--- src/common/adc_capture_config.svh ---
`ifndef ADC_CAPTURE_CONFIG_SVH
`define ADC_CAPTURE_CONFIG_SVH

// Bits kept per channel slot and taken MSB first
`define SAMPLE_BITS 24

// Bit counter width inside one LRCK half
// 6 bits covers channel slots of up to 63 bit clocks
`define SLOT_COUNT_BITS 6

// Capture FIFO holds 2**FIFO_DEPTH_LOG2 words
`define FIFO_DEPTH_LOG2 4

`endif

--- src/common/adc_capture_pkg.sv ---
`default_nettype none

`include "adc_capture_config.svh"

package adc_capture_pkg;

    // Command bytes on the control stream
    // Bytes not listed here are ignored by the controller
    typedef enum logic [7:0] {
        CMD_START_RECORDING = 8'h45,
        CMD_STOP_RECORDING  = 8'h46
    } cmd_code_t;

    // One captured channel sample as it travels through the FIFO
    typedef struct packed {
        // High for the right channel (LRCK high half)
        logic                    is_right;
        logic [`SAMPLE_BITS-1:0] data;
    } captured_sample_t;

endpackage

`default_nettype wire

--- src/rtl/capture_control.sv ---
`timescale 1ns/10ps
`default_nettype none

module capture_control (
    input  wire                       adc_pbck,
    input  wire                       reset,
    input  wire                       cmd_valid,
    input  adc_capture_pkg::cmd_code_t cmd_data,
    input  wire                       frame_start,
    input  wire                       sample_strobe,
    input  wire                       fifo_full,
    output logic                      recording,
    output logic                      record_armed,
    output logic                      overflow
);

    import adc_capture_pkg::*;

    // Command level that changes one cycle after the command strobe
    always_ff @(posedge adc_pbck) begin
        if (reset) begin
            recording <= 1'b0;
        end else if (cmd_valid) begin
            case (cmd_data)
                CMD_START_RECORDING: recording <= 1'b1;
                CMD_STOP_RECORDING:  recording <= 1'b0;
                default: ;
            endcase
        end
    end

    // The enable seen by the deserializer only moves at an LRCK falling edge,
    // so every recorded stream starts with a left sample and ends with a right one
    always_ff @(posedge adc_pbck) begin
        if (reset) begin
            record_armed <= 1'b0;
        end else if (frame_start) begin
            record_armed <= recording;
        end
    end

    // Sticky overflow
    // Set when a sample arrives while the FIFO has no room
    always_ff @(posedge adc_pbck) begin
        if (reset) begin
            overflow <= 1'b0;
        end else begin
            if (sample_strobe && fifo_full) begin
                overflow <= 1'b1;
            end
            // A start command wins over a drop in the same cycle
            if (cmd_valid && (cmd_data == CMD_START_RECORDING)) begin
                overflow <= 1'b0;
            end
        end
    end

endmodule

`default_nettype wire

--- src/i2s_rx/i2s_deserializer.sv ---
`timescale 1ns/10ps
`default_nettype none

`include "adc_capture_config.svh"

module i2s_deserializer (
    input  wire                              adc_pbck,
    input  wire                              reset,
    input  wire                              adc_lrck,
    input  wire                              adc_sdata,
    input  wire                              record_armed,
    output logic                             frame_start,
    output logic                             sample_strobe,
    output adc_capture_pkg::captured_sample_t sample
);

    logic                        lrck_last;
    logic                        lrck_edge;
    logic [`SLOT_COUNT_BITS-1:0] bit_count;
    logic [`SAMPLE_BITS-1:0]     shift_reg;

    // Edge seen when the sampled LRCK differs from the previous sample
    assign lrck_edge = adc_lrck ^ lrck_last;

    // Falling edge opens a new frame (left half first)
    assign frame_start = lrck_last & ~adc_lrck;

    always_ff @(posedge adc_pbck) begin
        if (reset) begin
            lrck_last <= 1'b0;
        end else begin
            lrck_last <= adc_lrck;
        end
    end

    // Bit position within the current half
    // Starts saturated so nothing is shifted before the first edge
    always_ff @(posedge adc_pbck) begin
        if (reset) begin
            bit_count <= '1;
        end else if (lrck_edge) begin
            bit_count <= '0;
        end else if (bit_count != '1) begin
            bit_count <= bit_count + 1'b1;
        end
    end

    // MSB arrives one bit clock after the LRCK change
    // Bits past SAMPLE_BITS are junk and are not shifted in
    always_ff @(posedge adc_pbck) begin
        if (lrck_edge) begin
            shift_reg <= '0;
        end else if (bit_count < `SAMPLE_BITS) begin
            shift_reg <= {shift_reg[`SAMPLE_BITS-2:0], adc_sdata};
        end
    end

    // Hand out the half that has just ended
    // lrck_last still holds the level of that half
    always_ff @(posedge adc_pbck) begin
        if (lrck_edge) begin
            sample.is_right <= lrck_last;
            sample.data     <= shift_reg;
        end
    end

    // record_armed has not moved yet at the falling edge that closes a frame,
    // so the right sample follows the same enable as its left sample
    always_ff @(posedge adc_pbck) begin
        if (reset) begin
            sample_strobe <= 1'b0;
        end else begin
            sample_strobe <= lrck_edge & record_armed;
        end
    end

endmodule

`default_nettype wire

--- src/i2s_rx/sample_fifo.sv ---
`timescale 1ns/10ps
`default_nettype none

module sample_fifo #(
    parameter int depth_log2 = 4
) (
    input  wire                              adc_pbck,
    input  wire                              reset,
    input  wire                              wr_strobe,
    input  adc_capture_pkg::captured_sample_t wr_data,
    input  wire                              rd_ready,
    output logic                             rd_valid,
    output adc_capture_pkg::captured_sample_t rd_data,
    output logic                             full
);

    import adc_capture_pkg::*;

    localparam int depth = 1 << depth_log2;

    captured_sample_t      mem [depth];
    logic [depth_log2-1:0] wr_ptr;
    logic [depth_log2-1:0] rd_ptr;
    logic [depth_log2:0]   count;
    logic                  wr_en;
    logic                  rd_en;

    assign full     = (count == (depth_log2 + 1)'(depth));
    assign rd_valid = (count != '0);
    assign rd_data  = mem[rd_ptr];

    // Samples come in real time so a write into a full buffer is simply lost
    assign wr_en = wr_strobe & ~full;
    assign rd_en = rd_valid & rd_ready;

    always_ff @(posedge adc_pbck) begin
        if (wr_en) begin
            mem[wr_ptr] <= wr_data;
        end
    end

    // Pointers wrap naturally at the power-of-two depth
    always_ff @(posedge adc_pbck) begin
        if (reset) begin
            wr_ptr <= '0;
            rd_ptr <= '0;
        end else begin
            if (wr_en) begin
                wr_ptr <= wr_ptr + 1'b1;
            end
            if (rd_en) begin
                rd_ptr <= rd_ptr + 1'b1;
            end
        end
    end

    // Occupancy stays unchanged on a simultaneous read and write
    always_ff @(posedge adc_pbck) begin
        if (reset) begin
            count <= '0;
        end else begin
            case ({wr_en, rd_en})
                2'b10:   count <= count + 1'b1;
                2'b01:   count <= count - 1'b1;
                default: ;
            endcase
        end
    end

endmodule

`default_nettype wire

--- src/rtl/adc_capture_top.sv ---
`timescale 1ns/10ps
`default_nettype none

`include "adc_capture_config.svh"

module adc_capture_top (
    input  wire                              adc_pbck,
    input  wire                              reset,
    input  wire                              cmd_valid,
    input  adc_capture_pkg::cmd_code_t        cmd_data,
    input  wire                              adc_lrck,
    input  wire                              adc_sdata,
    input  wire                              sample_ready,
    output logic                             sample_valid,
    output adc_capture_pkg::captured_sample_t sample,
    output logic                             recording,
    output logic                             overflow
);

    import adc_capture_pkg::*;

    logic             frame_start;
    logic             record_armed;
    logic             sample_strobe;
    logic             fifo_full;
    captured_sample_t rx_sample;

    capture_control ctrl0 (
        .adc_pbck     (adc_pbck),
        .reset        (reset),
        .cmd_valid    (cmd_valid),
        .cmd_data     (cmd_data),
        .frame_start  (frame_start),
        .sample_strobe(sample_strobe),
        .fifo_full    (fifo_full),
        .recording    (recording),
        .record_armed (record_armed),
        .overflow     (overflow)
    );

    i2s_deserializer rx0 (
        .adc_pbck     (adc_pbck),
        .reset        (reset),
        .adc_lrck     (adc_lrck),
        .adc_sdata    (adc_sdata),
        .record_armed (record_armed),
        .frame_start  (frame_start),
        .sample_strobe(sample_strobe),
        .sample       (rx_sample)
    );

    sample_fifo #(
        .depth_log2(`FIFO_DEPTH_LOG2)
    ) fifo0 (
        .adc_pbck (adc_pbck),
        .reset    (reset),
        .wr_strobe(sample_strobe),
        .wr_data  (rx_sample),
        .rd_ready (sample_ready),
        .rd_valid (sample_valid),
        .rd_data  (sample),
        .full     (fifo_full)
    );

endmodule

`default_nettype wire

--- config.mk ---
export PLATFORM = sky130hd
export DESIGN_NAME = adc_capture_top
export DESIGN_NICKNAME = d
export VERILOG_FILES = /design/src/common/adc_capture_pkg.sv /design/src/rtl/capture_control.sv /design/src/i2s_rx/i2s_deserializer.sv /design/src/i2s_rx/sample_fifo.sv /design/src/rtl/adc_capture_top.sv
export VERILOG_INCLUDE_DIRS = /design/src /design/src/common
export SDC_FILE = /design/constraint.sdc
export NUM_CORES = 1
export LEC_CHECK = 0
export ABC_AREA = 1
export BUFFER_PORTS_ARGS = -buffer_cell sky130_fd_sc_hd__clkbuf_2
export CORE_ASPECT_RATIO = 0.75
export CORE_MARGIN = 1
export CORE_UTILIZATION = 35
export CTS_BUF_LIST = sky130_fd_sc_hd__clkbuf_2 sky130_fd_sc_hd__clkbuf_4 sky130_fd_sc_hd__clkbuf_8
export DETAILED_ROUTE_END_ITERATION = 7
export PLACE_DENSITY = 0.61
export SLEW_MARGIN = 30
export SYNTH_ARGS = -nofsm -noshare
export SYNTH_HDL_FRONTEND = slang
export SYNTH_SLANG_ARGS = --single-unit
export TNS_END_PERCENT = 30
--- constraint.sdc ---
create_clock -name adc_pbck -period 5.3 [get_ports adc_pbck]
set_input_delay 0.265 -clock adc_pbck [delete_from_list [all_inputs] [get_ports adc_pbck]]
set_output_delay 0.265 -clock adc_pbck [all_outputs]
set_load 0.005 [all_outputs]
# Yosys cells after proc, flatten, opt, wreduce, memory -nomap -nowiden
# Memory sizes are Yosys's and may differ from the RTL's. A register that Yosys moved wholly into a read port is not among the register bits.
# Cells that the tools add are included.
# totals
input_bits,14
output_inout_bits,28
memories,1
reg_bits,73
mem_bits_rw,400
elab_cells,48
# memory_table
memory,words,width,rd,rd_ports_with_merged_regs,wr,line_no,text
fifo0.mem,16,25,1,1,1,sample_fifo.sv:21,captured_sample_t mem [depth];
# classes
n_eq_ne,6
reduce_logical,8
n_bitwise,7
mux,8
order_cmp,1
add_sub_neg,5
# ops
op,count
$eq 8x7->1 const B,2
$mux 6,2
$pmux 5 s2,1
$add 4x1->4 const B,2
$mux 4,2
$add 6x1->6 const B,1
$lt 6x5->1 const B,1
$ne 6x6->1 const B,1
$reduce_bool 2->1,3
$add 5x1->5 const B,1
$eq 5x5->1 const B,1
$reduce_bool 5->1,1
$sub 5x1->5 const B,1
$and 1x1->1,4
$eq 2x1->1 const B,1
$eq 2x2->1 const B,1
$logic_and 1x1->1,2
$mux 1,2
$not 1->1,2
$pmux 1 s2,1
$reduce_and 2->1,1
$reduce_or 2->1,1
$xor 1x1->1,1

# Logic depth before layout (Yosys ltp)
# logic_depth
depth_word,5
depth_mapped,16
ltp_nobuf,15

# Cells and area by module
# Synthesis repeated with hierarchy kept, for this count alone.
# unflattened
cells_unflattened,1393
hier_area_um2,19209.7
# modules_own_cells
module,cells_per_inst,instances,seq_area_each_um2,area_each_um2
sample_fifo,1183,1,12351.8,16945.0
i2s_deserializer,180,1,1391.3,2084.5
capture_control,30,1,60.1,180.2

# Worst setup path after synthesis
# No wires, ideal clock.
# synth_path
path_kind,register -> register
from,register fifo0.count[1]
to,"memory fifo0.mem[0][0] (netlist name), enable pin"
path_buffers,1
setup_slack_ns,2.894
setup_time_ns,0.407
t_required_ns,4.893
stages_incl_launch_ff,8
arrival_ns,1.999
cell_sequence,dfxtp_1 > nor2_2 > nand3_1 > nand2_1 > buf_6 > inv_1 > nand2_1 > nor2_1
# synth_via
elab_chain_len,5
# synth_rtl
item,line_no,text
start: declaration,sample_fifo.sv:24,logic [depth_log2:0] count;
start signal: assignment,sample_fifo.sv:63,2'b10: count <= count + 1'b1;
start signal: assignment,sample_fifo.sv:64,2'b01: count <= count - 1'b1;
$eq 5x5->1,sample_fifo.sv:28,assign full = (count == (depth_log2 + 1)'(depth));
$not 1->1,sample_fifo.sv:33,assign wr_en = wr_strobe & ~full;
$and 1x1->1,sample_fifo.sv:33,
$mux 1,sample_fifo.sv:37,if (wr_en) begin
$mux 1 (not written as such),sample_fifo.sv:38,mem[wr_ptr] <= wr_data;
end: declaration,sample_fifo.sv:21,
# No other way between the ends.

==> flow_summary.toml <==
[routing]
drcViolationCount = 0
wl_per_cell_um = 19.3
drt-total-wl_mm = 42.8
drt_pass1_iterations = 6
drt-initial-drc-count = 1211
vias_per_cell = 5.02
vias = 11153
ant_nets = 0

[floorplan]
chipWidth_um = 271
ios = 42
die_y_um = 204
start_util = 0.356
die_area_mm2 = 0.0551
rows = 73
fp.coreArea_mm2 = 0.0532

[worst_setup_path]
cp.required_ns = 5.04
path_cells = "buf_12, a21oi_1, o21ai_0, o21ai_0, o211ai_1, nand2_1, clkbuf_2"
path_common_cell = "o21ai_0"
max_stage_delay_ns = 0.90
worstSetupEndpointType = "output port"
path_buf_inv = 2
crit_family = "flip-flops"
crit_path_start_kind = "flop"
worstPathArrival_ns = 3.13
crit_fanout = 126
crit_type = "flop to output port"
slowest_stage = "dfxtp_4"

[final_layout]
insertedDiodeCount = 0
final_cell_mix = "edfxtp_1 (425), o21ai_0 (142), inv_1 (128)"
fin_nets = 1477
layout_commonest_cell = "edfxtp_1"
fin_area_mm2 = 0.0216
final_util = 0.406
syn2layout_area_growth_pct = 14.1
drive_gt1_frac = 0.141
largest_reg_flops = 400

[clock_network]
root_buffer = "clkbuf_8"
clk_latency_ns = 0.62
cts_buffers = 73
post_cts_buffers = 0
cts.sinks = 477
clock_path_buffers = 3
cts-hold-fix-buffers = 7
cts_htree_levels = 3
cts.clk_slew.worst_paths_ns = 0.06
ctsResizeCount = 0
cts_tree = "built"

[global_routing]
antenna_found_initial = 0
grt-ovfl-total = 0
grt_pass1_wl_mm = 64.7
grt_usage = 0.156
grt_pass1_vias = 10426
grt_max_degree = 127

[outcome]
status = "finished clean"

[placed_design]
gp_congestion = 0.736
dp_hpwl_mm = 24.1
portBuffers = 41
place_area_mm2 = 0.0202

[pwr]
power_density_mw_per_mm2 = 434
p_leak_nw = 7.48
total_power_mw = 9.38
vdd_drop_max_uv = 224

[timing]
max_freq_ghz = 0.294
setup_violations = 0
slew_viol_final = 0
fin_hold_ws_ns = 0.0604
fin_crit_ns = 3.40
fin_setup_tns_ns = 0
max_slew_margin = 0.384
fin_crit_sh = 0.641
tightest_slew_ns = 0.924
finalHoldViolCount = 0
fin_worst_skew_ns = 0.0214
rsz0062_at_grt = "false"

[synth]
syn_area_per_cell_um2 = 13.8
synth_fp_nets = 1402
synth-edff-count = 425
synth_seq_cells = 477
ys_seq_area_frac = 0.728
ys_async_sr_fraction = 0
postSynthCellCount = 1378
yosys_warnings = 0
syn-cell-area_mm2 = 0.0190
synth_ff_type = "edfxtp_1"
synth.distinct_cells = 33

[hold_path]
hold_class = "input pin to flop"

[run]
drv_cap = 0
==> worst paths after layout <==
kind / from / cells after the start / slack, ns / to
max: flop / 7 / 1.90 / sample[17]
min: sample_ready / 4 / 0.06 / fifo0.rd_ptr[1]
min reg2reg: rx0.shift_reg[23] / 0 / 0.43 / rx0.sample[23]
max reg2reg: fifo0.count[0] / 7 / 2.69 / fifo0.mem[8][9]
==> through the flow <==
| stage | worst slack [ns] | cells |
|---|---|---|
| global placement | 2.10 | 2069 |
| floorplan | 2.89 | 1378 |
| CTS | 1.43 | 2223 |
| finish | 1.90 | 2223 |
| detailed placement | 2.10 | 2083 |
| global route | 1.67 | 2223 |
==> worst register-to-register path: stages, from the launching register on <==
cell     delay [ns]
dfxtp_1        0.43
nor2_2         0.09
nand3_1        0.08
nand2_1        0.22
inv_1          0.20
nand2_1        0.27
nor2_4         0.56
buf_4          0.44
==> cell families (layout without fill, tap and decap cells) <==
logic type | Yosys count | in the layout | synth area share
buffers and inverters | 212 | 345 | 0.0529
adders and majority gates | 10 | 10 | 0.00660
DFF | 477 | 477 | 0.728
and+or+nand+nor | 199 | 199 | 0.0449
xor gates and xnor gates | 4 | 4 | 0.00185
muxes | 100 | 100 | 0.0528
AOI/OAI and AO/OA | 376 | 376 | 0.113
==> cell usage after synthesis, types with 3 or more instances <==
master,number,area [µm²]
edfxtp_1,425,12800
o21ai_0,142,711
inv_1,128,480
a21oi_1,112,561
o211ai_1,102,766
mux2i_1,100,1000
nor2_1,86,323
dfxtp_1,52,1040
nand2_1,52,195
nand3_1,42,210
clkbuf_1,40,150
buf_2,18,90.1
o21ai_1,17,85.1
buf_6,10,113
ha_1,10,125
nor3_1,5,25.0
buf_4,4,30.0
buf_8,4,60.1
nand4_1,4,25.0
buf_12,3,60.1
xor2_1,3,26.3
==> layer usage <==
metal  GRT usage  part of all wire  wire (µm)  vias to the layer above
met5           0                 0          0                        -
met4      0.0418             0.016        677                        0
met3      0.0331             0.061       2620                       61
met2       0.229              0.44      18900                      333
met1       0.232              0.48      20600                     5522
li1            -                 -          -                     5237
==> power breakdown <==
group          total [mW]  internal, mW  switching, mW
clock                2.92          1.52           1.40
sequential           4.57          4.28          0.296
combinational        1.89         0.742           1.15
total                9.38          6.54           2.84
==> final cells by class <==
| cell class | count | area (µm²) |
|---|---|---|
| flip-flops and latches | 477 | 13800 |
| clock buffers | 103 | 1240 |
| inverters | 131 | 494 |
| clock inverters | 30 | 143 |
| well taps | 712 | 891 |
| repair buffers | 81 | 778 |
| fillers | 4887 | 31600 |
| multi-input cells | 689 | 4280 |
Note: power is estimated with default switching activity, not from simulation.
